--- src/cart_pkg.sv ---
`default_nettype none

package cart_pkg;

	// Byte offsets inside the 128-byte A78 header
	localparam int HDR_SIG_FIRST = 1;   // "ATARI" starts here
	localparam int HDR_SIG_LAST  = 5;
	localparam int HDR_FLAGS_HI  = 53;
	localparam int HDR_FLAGS_LO  = 54;
	localparam int HDR_JOY0      = 55;
	localparam int HDR_JOY1      = 56;
	localparam int HDR_REGION    = 57;  // 0 ntsc, 1 pal
	localparam int HDR_SAVE      = 58;  // 0 none, 1 hsc, 2 savekey
	localparam int HDR_XM        = 63;
	localparam int HDR_LEN       = 128;

	localparam logic [39:0] CART_SIG = 40'h41_54_41_52_49;

	// Download address width of the loader
	localparam int DL_ADDR_W = 25;

	// Controller codes as written in the header
	typedef enum logic [7:0] {
		HC_NONE       = 8'd0,
		HC_JOY7800    = 8'd1,
		HC_LIGHTGUN   = 8'd2,
		HC_PADDLE     = 8'd3,
		HC_TRAKBALL   = 8'd4,
		HC_JOY2600    = 8'd5,
		HC_DRIVING    = 8'd6,
		HC_KEYPAD     = 8'd7,
		HC_STMOUSE    = 8'd8,
		HC_AMIGAMOUSE = 8'd9
	} hdr_ctrl_e;

	typedef struct packed {
		logic        is_7800;
		logic [15:0] flags;
		logic [7:0]  region;
		logic [7:0]  save;
		logic [7:0]  xm;
		hdr_ctrl_e   joy0_code;
		hdr_ctrl_e   joy1_code;
		logic [31:0] size;       // Payload bytes without header
		logic        tia_mode;   // 2600 image
	} cart_info_t;

endpackage

`default_nettype wire

--- src/ctrl_pkg.sv ---
`default_nettype none

package ctrl_pkg;

	typedef enum logic [1:0] {
		CTRL_NONE      = 2'd0,
		CTRL_JOYSTICK  = 2'd1,
		CTRL_TRACKBALL = 2'd2,
		CTRL_KEYPAD    = 2'd3
	} ctrl_kind_e;

	// Up sits at bit 0, start at bit 8
	typedef struct packed {
		logic start;
		logic select;
		logic pause;
		logic fire2;
		logic fire1;
		logic right;
		logic left;
		logic down;
		logic up;
	} joy_t;

	// What one controller port hands to the RIOT and TIA
	typedef struct packed {
		logic [3:0] pa;
		logic       ilatch;
		logic [1:0] idump;
	} port_in_t;

	// PS/2 set 2 codes, number row first
	localparam logic [8:0] KEY_1     = 9'h016;
	localparam logic [8:0] KEY_2     = 9'h01E;
	localparam logic [8:0] KEY_3     = 9'h026;
	localparam logic [8:0] KEY_4     = 9'h025;
	localparam logic [8:0] KEY_5     = 9'h02E;
	localparam logic [8:0] KEY_6     = 9'h036;
	localparam logic [8:0] KEY_7     = 9'h03D;
	localparam logic [8:0] KEY_8     = 9'h03E;
	localparam logic [8:0] KEY_9     = 9'h046;
	localparam logic [8:0] KEY_0     = 9'h045;
	localparam logic [8:0] KEY_MINUS = 9'h04E;
	localparam logic [8:0] KEY_EQUAL = 9'h055;
	localparam logic [8:0] KEY_Q     = 9'h015;  // Letter block layout
	localparam logic [8:0] KEY_W     = 9'h01D;
	localparam logic [8:0] KEY_E     = 9'h024;
	localparam logic [8:0] KEY_A     = 9'h01C;
	localparam logic [8:0] KEY_S     = 9'h01B;
	localparam logic [8:0] KEY_D     = 9'h023;
	localparam logic [8:0] KEY_Z     = 9'h01A;
	localparam logic [8:0] KEY_X     = 9'h022;
	localparam logic [8:0] KEY_C     = 9'h021;

	// Held flag index of each matrix spot, row * 3 + column - 1
	localparam int KEY_ROW1 = 0;   // 1 2 3
	localparam int KEY_ROW2 = 3;   // 4 5 6
	localparam int KEY_ROW3 = 6;   // 7 8 9
	localparam int KEY_STAR = 9;
	localparam int KEY_ZERO = 10;
	localparam int KEY_HASH = 11;

	typedef struct packed {
		logic       toggle;
		logic       pressed;
		logic [8:0] code;
	} ps2_key_t;

	typedef struct packed {
		logic       toggle;
		logic [7:0] y;
		logic [7:0] x;
		logic [1:0] ovf;      // Overflow, not used here
		logic       sign_y;
		logic       sign_x;
		logic       one;      // Always set by the mouse
		logic [2:0] buttons;  // Middle, right, left
	} ps2_mouse_t;

endpackage

`default_nettype wire

--- src/download_if.sv ---
`timescale 1ns/10ps
`default_nettype none

interface download_if;
	import cart_pkg::*;

	logic                 active;
	logic                 index_tia;  // Upper index bits nonzero
	logic [DL_ADDR_W-1:0] addr;
	logic [7:0]           data;
	logic                 wr;         // One byte per high cycle

	modport source (
		output active,
		output index_tia,
		output addr,
		output data,
		output wr
	);

	modport sink (
		input active,
		input index_tia,
		input addr,
		input data,
		input wr
	);

endinterface

`default_nettype wire

--- src/a7800_input_top.sv ---
`timescale 1ns/10ps
`default_nettype none

module a7800_input_top (
	input  wire logic                        clk_sys,
	input  wire logic                        reset,
	input  wire logic                        dl_active,
	input  wire logic                        dl_index_tia,
	input  wire logic [cart_pkg::DL_ADDR_W-1:0] dl_addr,
	input  wire logic [7:0]                  dl_data,
	input  wire logic                        dl_wr,
	input  wire ctrl_pkg::joy_t              joy_a,
	input  wire ctrl_pkg::joy_t              joy_b,
	input  wire logic                        diff_left,
	input  wire logic                        diff_right,
	input  wire logic [1:0]                  override_a,
	input  wire logic [1:0]                  override_b,
	input  wire ctrl_pkg::ps2_key_t          ps2_key,
	input  wire ctrl_pkg::ps2_mouse_t        ps2_mouse,
	input  wire logic [7:0]                  pa_out,
	input  wire logic [7:0]                  pb_out,
	input  wire logic                        pa_read,
	input  wire logic                        tia_en,
	output logic [7:0]                       pa_in,
	output logic [7:0]                       pb_in,
	output logic [1:0]                       ilatch,
	output logic [3:0]                       idump,
	output cart_pkg::cart_info_t             cart_info
);

	logic [2:0] kp_a, kp_b;
	logic [3:0] tb_pulses;
	logic       tb_button;

	download_if dl ();

	assign dl.active    = dl_active;
	assign dl.index_tia = dl_index_tia;
	assign dl.addr      = dl_addr;
	assign dl.data      = dl_data;
	assign dl.wr        = dl_wr;

	cart_header_parser u_parser (
		.clk_sys (clk_sys),
		.reset   (reset),
		.dl      (dl),
		.info    (cart_info)
	);

	// Upper nibble of port A scans the left keypad
	keypad_matrix u_keypad (
		.clk_sys     (clk_sys),
		.reset       (reset),
		.ps2_key     (ps2_key),
		.col_drive_a (pa_out[7:4]),
		.col_drive_b (pa_out[3:0]),
		.ans_a       (kp_a),
		.ans_b       (kp_b)
	);

	trackball_feeder u_trackball (
		.clk_sys (clk_sys),
		.reset   (reset),
		.mouse   (ps2_mouse),
		.pa_read (pa_read),
		.pulses  (tb_pulses),
		.button  (tb_button)
	);

	controller_port_mux u_mux (
		.info       (cart_info),
		.override_a (override_a),
		.override_b (override_b),
		.joy_a      (joy_a),
		.joy_b      (joy_b),
		.diff_left  (diff_left),
		.diff_right (diff_right),
		.pa_out     (pa_out),
		.pb_out     (pb_out),
		.tia_en     (tia_en),
		.kp_a       (kp_a),
		.kp_b       (kp_b),
		.tb_pulses  (tb_pulses),
		.tb_button  (tb_button),
		.pa_in      (pa_in),
		.pb_in      (pb_in),
		.ilatch     (ilatch),
		.idump      (idump),
		.port_a     (),
		.port_b     ()
	);

endmodule

`default_nettype wire

--- src/cart_header_parser.sv ---
`timescale 1ns/10ps
`default_nettype none

module cart_header_parser (
	input  wire logic           clk_sys,
	input  wire logic           reset,
	download_if.sink            dl,
	output cart_pkg::cart_info_t info
);
	import cart_pkg::*;

	logic [39:0] sig;           // Signature shift register
	logic        past_header;   // A byte beyond the header came in this download

	always_ff @(posedge clk_sys) begin
		if (reset) begin
			info         <= '0;
			info.is_7800 <= 1'b1;
			info.size    <= 32'd32768;
			sig          <= CART_SIG;
			past_header  <= 1'b0;
		end else begin
			info.is_7800 <= (sig == CART_SIG);
			past_header  <= dl.active & (past_header | (dl.wr & (dl.addr >= HDR_LEN)));

			// Running size, header stripped for 7800 images
			if (dl.active && dl.wr)
				info.size <= 32'(dl.addr) + 32'd1 - (info.is_7800 ? 32'(HDR_LEN) : 32'd0);

			if (dl.active) begin
				info.tia_mode <= dl.index_tia;
				if (!info.tia_mode) begin
					if (dl.wr) begin
						case (dl.addr) inside
							[HDR_SIG_FIRST:HDR_SIG_LAST]: sig <= {sig[31:0], dl.data};
							HDR_FLAGS_HI: info.flags[15:8] <= dl.data;
							HDR_FLAGS_LO: info.flags[7:0]  <= dl.data;
							HDR_JOY0:     info.joy0_code   <= hdr_ctrl_e'(dl.data);
							HDR_JOY1:     info.joy1_code   <= hdr_ctrl_e'(dl.data);
							HDR_REGION:   info.region      <= dl.data;
							HDR_SAVE:     info.save        <= dl.data;
							HDR_XM:       info.xm          <= dl.data;
							default: ;
						endcase
					end
				end else begin
					// 2600 image has no header at all
					sig            <= '0;
					info.flags     <= '0;
					info.region    <= '0;
					info.save      <= '0;
					info.xm        <= '0;
					info.joy0_code <= HC_JOY7800;
					info.joy1_code <= HC_JOY7800;
				end
			end
		end
	end

	// Addresses rise through a download, so the size can only grow once
	// the header is behind us
	assert property (@(posedge clk_sys) disable iff (reset)
		dl.active && dl.wr && past_header |=> info.size >= $past(info.size))
	else
		$error("cartridge size went down in the middle of a download");

endmodule

`default_nettype wire

--- src/controller_port_mux.sv ---
`timescale 1ns/10ps
`default_nettype none

module controller_port_mux (
	input  wire cart_pkg::cart_info_t info,
	input  wire logic [1:0]           override_a,
	input  wire logic [1:0]           override_b,
	input  wire ctrl_pkg::joy_t       joy_a,
	input  wire ctrl_pkg::joy_t       joy_b,
	input  wire logic                 diff_left,
	input  wire logic                 diff_right,
	input  wire logic [7:0]           pa_out,
	input  wire logic [7:0]           pb_out,
	input  wire logic                 tia_en,
	input  wire logic [2:0]           kp_a,
	input  wire logic [2:0]           kp_b,
	input  wire logic [3:0]           tb_pulses,
	input  wire logic                 tb_button,
	output logic [7:0]                pa_in,
	output logic [7:0]                pb_in,
	output logic [1:0]                ilatch,
	output logic [3:0]                idump,
	output ctrl_pkg::port_in_t        port_a,
	output ctrl_pkg::port_in_t        port_b
);
	import cart_pkg::*;
	import ctrl_pkg::*;

	hdr_ctrl_e  code_a, code_b;
	ctrl_kind_e kind_a, kind_b, kind_b_raw;
	logic       two_btn_a, two_btn_b;

	function automatic ctrl_kind_e resolve_kind(input logic [1:0] ovr, input hdr_ctrl_e code);
		ctrl_kind_e kind;
		if (ovr != 2'd0) begin
			kind = ctrl_kind_e'(ovr - 2'd1);
		end else begin
			case (code)
				HC_JOY7800, HC_JOY2600: kind = CTRL_JOYSTICK;
				HC_TRAKBALL:            kind = CTRL_TRACKBALL;
				HC_KEYPAD:              kind = CTRL_KEYPAD;
				default:                kind = CTRL_NONE;
			endcase
		end
		return kind;
	endfunction

	function automatic port_in_t build_port(
		input ctrl_kind_e kind,
		input joy_t       joy,
		input logic [3:0] drive,
		input logic [2:0] kp,
		input logic [3:0] pulses,
		input logic       button,
		input logic       two_btn
	);
		port_in_t p;
		case (kind)
			CTRL_JOYSTICK: begin
				p.pa     = ~{joy.right, joy.left, joy.down, joy.up};
				p.ilatch = ~(joy.fire1 | joy.fire2);
				p.idump  = {joy.fire1, joy.fire2};
			end
			CTRL_TRACKBALL: begin
				p.pa     = pulses;
				p.ilatch = ~button;
				p.idump  = 2'b00;
			end
			CTRL_KEYPAD: begin
				p.pa     = drive;   // Rows read back what the CPU drives
				p.ilatch = kp[2];
				p.idump  = kp[1:0];
			end
			default: begin
				p.pa     = 4'b1111;
				p.ilatch = 1'b1;
				p.idump  = 2'b00;
			end
		endcase
		// Strong pull-up on pin 6 in two-button mode
		if (two_btn)
			p.ilatch = 1'b1;
		return p;
	endfunction

	// Non-7800 images always get plain joysticks
	assign code_a = info.is_7800 ? info.joy0_code : HC_JOY7800;
	assign code_b = info.is_7800 ? info.joy1_code : HC_JOY7800;

	assign kind_a     = resolve_kind(override_a, code_a);
	assign kind_b_raw = resolve_kind(override_b, code_b);
	// Only one trackball feed, port A has it first
	assign kind_b = (kind_b_raw == CTRL_TRACKBALL && kind_a == CTRL_TRACKBALL) ?
		CTRL_JOYSTICK : kind_b_raw;

	assign two_btn_a = ~pb_out[2] & ~tia_en & (code_a != HC_JOY2600);
	assign two_btn_b = ~pb_out[4] & ~tia_en & (code_b != HC_JOY2600);

	assign port_a = build_port(kind_a, joy_a, pa_out[7:4], kp_a, tb_pulses, tb_button, two_btn_a);
	assign port_b = build_port(kind_b, joy_b, pa_out[3:0], kp_b, tb_pulses, tb_button, two_btn_b);

	assign pa_in  = {port_a.pa, port_b.pa};
	assign ilatch = {port_b.ilatch, port_a.ilatch};
	assign idump  = {port_b.idump, port_a.idump};

	assign pb_in = {
		~diff_right,
		~diff_left,
		pb_out[5],
		pb_out[4],                      // Two-button sense
		~(joy_a.pause | joy_b.pause),
		pb_out[2],
		~(joy_a.select | joy_b.select),
		~(joy_a.start | joy_b.start)
	};

endmodule

`default_nettype wire

--- src/keypad_matrix.sv ---
`timescale 1ns/10ps
`default_nettype none

module keypad_matrix (
	input  wire logic               clk_sys,
	input  wire logic               reset,
	input  wire ctrl_pkg::ps2_key_t ps2_key,
	input  wire logic [3:0]         col_drive_a,
	input  wire logic [3:0]         col_drive_b,
	output logic [2:0]              ans_a,
	output logic [2:0]              ans_b
);
	import ctrl_pkg::*;

	logic [11:0] held;        // Index is row * 3 + column - 1
	logic        toggle_q;
	logic [2:0]  ans_a_next;
	logic [2:0]  ans_b_next;

	always_ff @(posedge clk_sys) begin
		toggle_q <= ps2_key.toggle;
		if (reset) begin
			held <= '0;
		end else if (toggle_q != ps2_key.toggle) begin
			case (ps2_key.code)
				KEY_1:            held[KEY_ROW1]     <= ps2_key.pressed;
				KEY_2:            held[KEY_ROW1 + 1] <= ps2_key.pressed;
				KEY_3:            held[KEY_ROW1 + 2] <= ps2_key.pressed;
				KEY_4, KEY_Q:     held[KEY_ROW2]     <= ps2_key.pressed;
				KEY_5, KEY_W:     held[KEY_ROW2 + 1] <= ps2_key.pressed;
				KEY_6, KEY_E:     held[KEY_ROW2 + 2] <= ps2_key.pressed;
				KEY_7, KEY_A:     held[KEY_ROW3]     <= ps2_key.pressed;
				KEY_8, KEY_S:     held[KEY_ROW3 + 1] <= ps2_key.pressed;
				KEY_9, KEY_D:     held[KEY_ROW3 + 2] <= ps2_key.pressed;
				KEY_EQUAL, KEY_Z: held[KEY_STAR]     <= ps2_key.pressed;
				KEY_0, KEY_X:     held[KEY_ZERO]     <= ps2_key.pressed;
				KEY_MINUS, KEY_C: held[KEY_HASH]     <= ps2_key.pressed;
				default: ;
			endcase
		end
	end

	// Pull-ups unless a held key shorts a column to its row line
	always_comb begin
		ans_a_next = '1;
		ans_b_next = '1;
		for (int r = 0; r < 4; r++) begin
			for (int c = 0; c < 3; c++) begin
				if (held[r * 3 + c]) begin
					ans_a_next[c] = col_drive_a[r];
					ans_b_next[c] = col_drive_b[r];
				end
			end
		end
	end

	always_ff @(posedge clk_sys) begin
		ans_a <= ans_a_next;
		ans_b <= ans_b_next;
	end

	// Reset empties the matrix and the answer stage follows one edge later
	assert property (@(posedge clk_sys)
		$fell(reset) |=> (ans_a == 3'b111) && (ans_b == 3'b111))
	else
		$error("keypad answers not idle right after reset");

endmodule

`default_nettype wire

--- src/trackball_feeder.sv ---
`timescale 1ns/10ps
`default_nettype none

module trackball_feeder (
	input  wire logic                 clk_sys,
	input  wire logic                 reset,
	input  wire ctrl_pkg::ps2_mouse_t mouse,
	input  wire logic                 pa_read,
	output logic [3:0]                pulses,
	output logic                      button
);
	import ctrl_pkg::*;

	logic [7:0] mag_x, mag_y;   // Steps still to send
	logic       dir_x, dir_y;
	logic       xtog, ytog;
	logic       toggle_q;

	always_ff @(posedge clk_sys) begin
		toggle_q <= mouse.toggle;
		if (reset) begin
			mag_x  <= '0;
			mag_y  <= '0;
			xtog   <= 1'b0;
			ytog   <= 1'b0;
			dir_x  <= 1'b0;
			dir_y  <= 1'b0;
			pulses <= '0;
			button <= 1'b0;
		end else begin
			// One step per RIOT port A read
			if (pa_read) begin
				if (mag_y != 8'd0) begin
					ytog  <= ~ytog;
					mag_y <= mag_y - 8'd1;
				end
				if (mag_x != 8'd0) begin
					xtog  <= ~xtog;
					mag_x <= mag_x - 8'd1;
				end
				pulses <= {ytog, dir_y, xtog, dir_x};
			end

			// A new packet replaces whatever is left
			if (toggle_q != mouse.toggle) begin
				button <= mouse.buttons[0] | mouse.buttons[1];
				mag_x  <= mouse.sign_x ? ~mouse.x : mouse.x;
				mag_y  <= mouse.sign_y ? ~mouse.y : mouse.y;
				dir_x  <= ~mouse.sign_x;   // X runs the other way on this ball
				dir_y  <= mouse.sign_y;
			end
		end
	end

endmodule

`default_nettype wire
--- config.mk ---
export PLATFORM = sky130hd
export DESIGN_NAME = a7800_input_top
export DESIGN_NICKNAME = d
export VERILOG_FILES = /design/src/cart_pkg.sv /design/src/ctrl_pkg.sv /design/src/download_if.sv /design/src/a7800_input_top.sv /design/src/cart_header_parser.sv /design/src/controller_port_mux.sv /design/src/keypad_matrix.sv /design/src/trackball_feeder.sv
export SDC_FILE = /design/constraint.sdc
export NUM_CORES = 1
export LEC_CHECK = 0
export BUFFER_PORTS_ARGS = -buffer_cell sky130_fd_sc_hd__buf_2
export CAP_MARGIN = 20
export CORE_MARGIN = 5
export CORE_UTILIZATION = 50
export DETAILED_ROUTE_END_ITERATION = 8
export PLACE_DENSITY = 0.86
export RECOVER_POWER = 50
export SLEW_MARGIN = 25
export SYNTH_ARGS = -nofsm -noshare
export SYNTH_HDL_FRONTEND = slang
export SYNTH_SLANG_ARGS = --single-unit
--- constraint.sdc ---
create_clock -name clk_sys -period 3.6 [get_ports clk_sys]
set_input_delay 0.54 -clock clk_sys [delete_from_list [all_inputs] [get_ports clk_sys]]
set_output_delay 0.54 -clock clk_sys [all_outputs]
set_load 0.005 [all_outputs]
==> out/results.txt <==
status: finished with violations
violated checks: capacitance limit, slew limit
H-tree levels: 4
commonest non-fill, non-tap cell in the layout: dfxtp_1
adder-cell area share of the yosys netlist: 1.404%
clock latency on the worst-skew pair: 0.43 ns
Detail Placement HPWL: 18310 um
worst min-delay path startpoint: ps2_key[10]
crit-path max FO: 8
#FFs+latches synth: 175
vias in the first global route: 8103
crit path DAT: 2.74 ns
Placed Area: 10060 um2
clock root cell: clkbuf_16
Post-CTS Setup Bufs: 0
Max Fclk: 0.3045 GHz
n_diodes: 0
Netlist cell types: 83
CTS sink count: 175
largest family of logic cells by synthesized area: simple AND/OR/NAND/NOR gates
final wirelength: 25100 um
Worst VDD drop: 357.4 uV
Die ar.: 20600 um2
Port Buffers: 216
router iterations before antenna repair: 5
Critical Path, Cell by Cell: inv_1 -> nor4b_1 -> a32oi_1 -> o21ai_0 -> nand2b_1 -> o221ai_1 -> buf_2
period utilization: 91.21%
Post-synth ARST share: 0%
WS Path Type: reg2out
Max Cap Viol: 1
Layout area overhead: 18.88%
# IOs: 228
setup TNS: 0 ns
WHS: 0.2577 ns
gr ovfl total: 0
Synth Area in Simple Gates: 22.81%
Filler Cell Count: 1535
crit path launch type: flop
initial antenna violation count: 0
final instance area: 10600 um2
WL/cell: 17.35 um
clk buf depth: 2
Worst setup EP type: primary output
CP max stage cell: nor4b_1
CTS tree: done
RSZ-0062 raised after global routing: false
power per cell area: 425.3 nW/um2
initial cell density of the core: 51.19%
clock skew: 0.01321 ns
Die Y: 143.5 um
Hold Crit Class: in2reg
initial detailed-routing violation count: 713
Syn Nets: 1160
commonest cells after routing, fill and taps aside: 175 x dfxtp_1, 163 x buf_2, 140 x nor2_1
Avg Vias per Cell: 5.914
CP startpoint: u_parser.info[43]
relative slew slack: -46.84%
worst setup margin: 0.3164 ns
core area: 17420 um2
share of cells above drive strength 1: 20.70%
post-synth top area share: 39.30%
Vias: 8557
Placer Congestion: 0.9222
Mapped Area: 8915 um2
largest net degree at the start of global routing: 87
leakage power: 0.004174 uW
total CTS buffers: 17
final core occ: 60.85%
Hold Fails Final Rpt: 0
min Tclk post-route: 3.284 ns
post-synthesis mux area share: 3.663%
CP Data Required Time: 3.06 ns
DRC Markers: 0
nets: 1335
Final Max Tran Viols: 49
Clock transition at path regs: 0.07 ns
synth warn: 0
sequential share of the synthesized area: 39.30%
compound-gate portion of the synthesized area: 21.60%
synth top area cells: dfxtp_1 39%, nor2_1 5.9%, a22oi_1 4.4%, xnor2_1 3.2%, nand2_1 3.2%
number of synthesized flops with an enable pin: 0
dpl ws: 0.3286 ns
cell taking the most area after synthesis: dfxtp_1
CTS Hold Bufs: 0
Routed Antenna Nets: 0
Site Rows: 48
DIE WIDTH: 143.5 um
reg2reg start: u_parser.info[89]
Main synth FF type: dfxtp_1
Worst Max-Slew Pin Slew: 2.203 ns
Synth Area in XOR/XNOR: 6.091%
first-pass GRT wire length: 40200 um
Syn Inst Count: 1034
Mapped Avg Cell Area: 8.622 um2
Crit path largest cell delay: 0.52 ns
post-CTS resize count: 0
setup violators final: 0
Tot GR Track Use: 23.77%
-- cell families after synthesis --
| group | Yosys count |
|---|---|
| flops | 175 |
| buf+inv | 111 |
| mux | 31 |
| xor+xnor | 62 |
| compound gates | 259 |
| fa+ha+maj | 10 |
| simple gates | 386 |
-- report_power, final --
part / leakage [uW] / total [uW] / internal, uW / switching, uW
Sequential: 0.00142 / 2050 / 2000 / 51.8
Clock: 0.000294 / 1860 / 946 / 915
Combinational: 0.00246 / 594 / 233 / 361
-- cell usage after synthesis (14+ instances only) --
cell type  instances
dfxtp_1          175
nor2_1           141
nand2_1           76
a22oi_1           52
clkbuf_1          52
a21oi_1           42
inv_1             40
xnor2_1           33
o21ai_0           32
xor2_1            29
nand3_1           25
a22o_1            23
a211oi_1          22
mux2i_1           22
nor4_1            18
nor3_1            17
a221o_1           14
-- cell type report --
| cell class | instances | area [um2] | share of cell area, % |
|---|---|---|---|
| clock buffers | 17 | 425.4 | 4.014 |
| clock inverters | 15 | 182.7 | 1.724 |
| inverters | 41 | 153.9 | 1.452 |
| multi-input cells | 748 | 4969 | 46.88 |
| flip-flops and latches | 175 | 3503 | 33.06 |
| well taps | 225 | 281.5 | 2.656 |
| repair buffers | 226 | 1082 | 10.21 |
-- per-stage QoR --
stage          instances  power, uW
3_5_place_dp        1415       2688
3_3_place_gp        1415       2671
4_1_cts             1447       4530
6_report            1447       4508
2_1_floorplan       1034       2462
5_1_grt             1447       4699
-- critical path, delay by kind of cell, from the launching register on --
family                 cells  cell delay, ns
buffers and inverters      2            0.24
AOI/OAI and AO/OA          3            0.90
DFF                        1            0.39
and+or+nand+nor            2            0.78
-- flip-flops by register name, indices dropped and copies added, names as in the netlist --
register              flops
u_keypad.ans_a            3
u_trackball.ytog          1
u_trackball.mag_x         8
u_trackball.xtog          1
u_keypad.toggle_q         1
u_parser.sig             40
u_trackball.toggle_q      1
u_keypad.ans_b            3
u_trackball.mag_y         8
u_trackball.dir_y         1
u_trackball.pulses        4
u_trackball.button        1
u_trackball.dir_x         1
u_parser.info            90
u_keypad.held            12
-- final timing paths --
path	to	slack [ns]	cells past startpoint
min reg2reg	u_parser.info[64]	0.46	2
max	pa_in[3]	0.32	7
min	u_keypad.toggle_q	0.26	1
max reg2reg	u_parser.info[28]	1.11	8
-- routing by layer --
metal | GRT usage [%] | part of all wire (%) | up-vias
li1 | - | - | 4110
met1 | 30.84 | 42 | 4053
met2 | 39.92 | 48 | 358
met3 | 4.892 | 8.0 | 36
met4 | 7.334 | 1.7 | 0
met5 | 0 | 0 | -
Note: power is estimated with default switching activity, not from simulation.
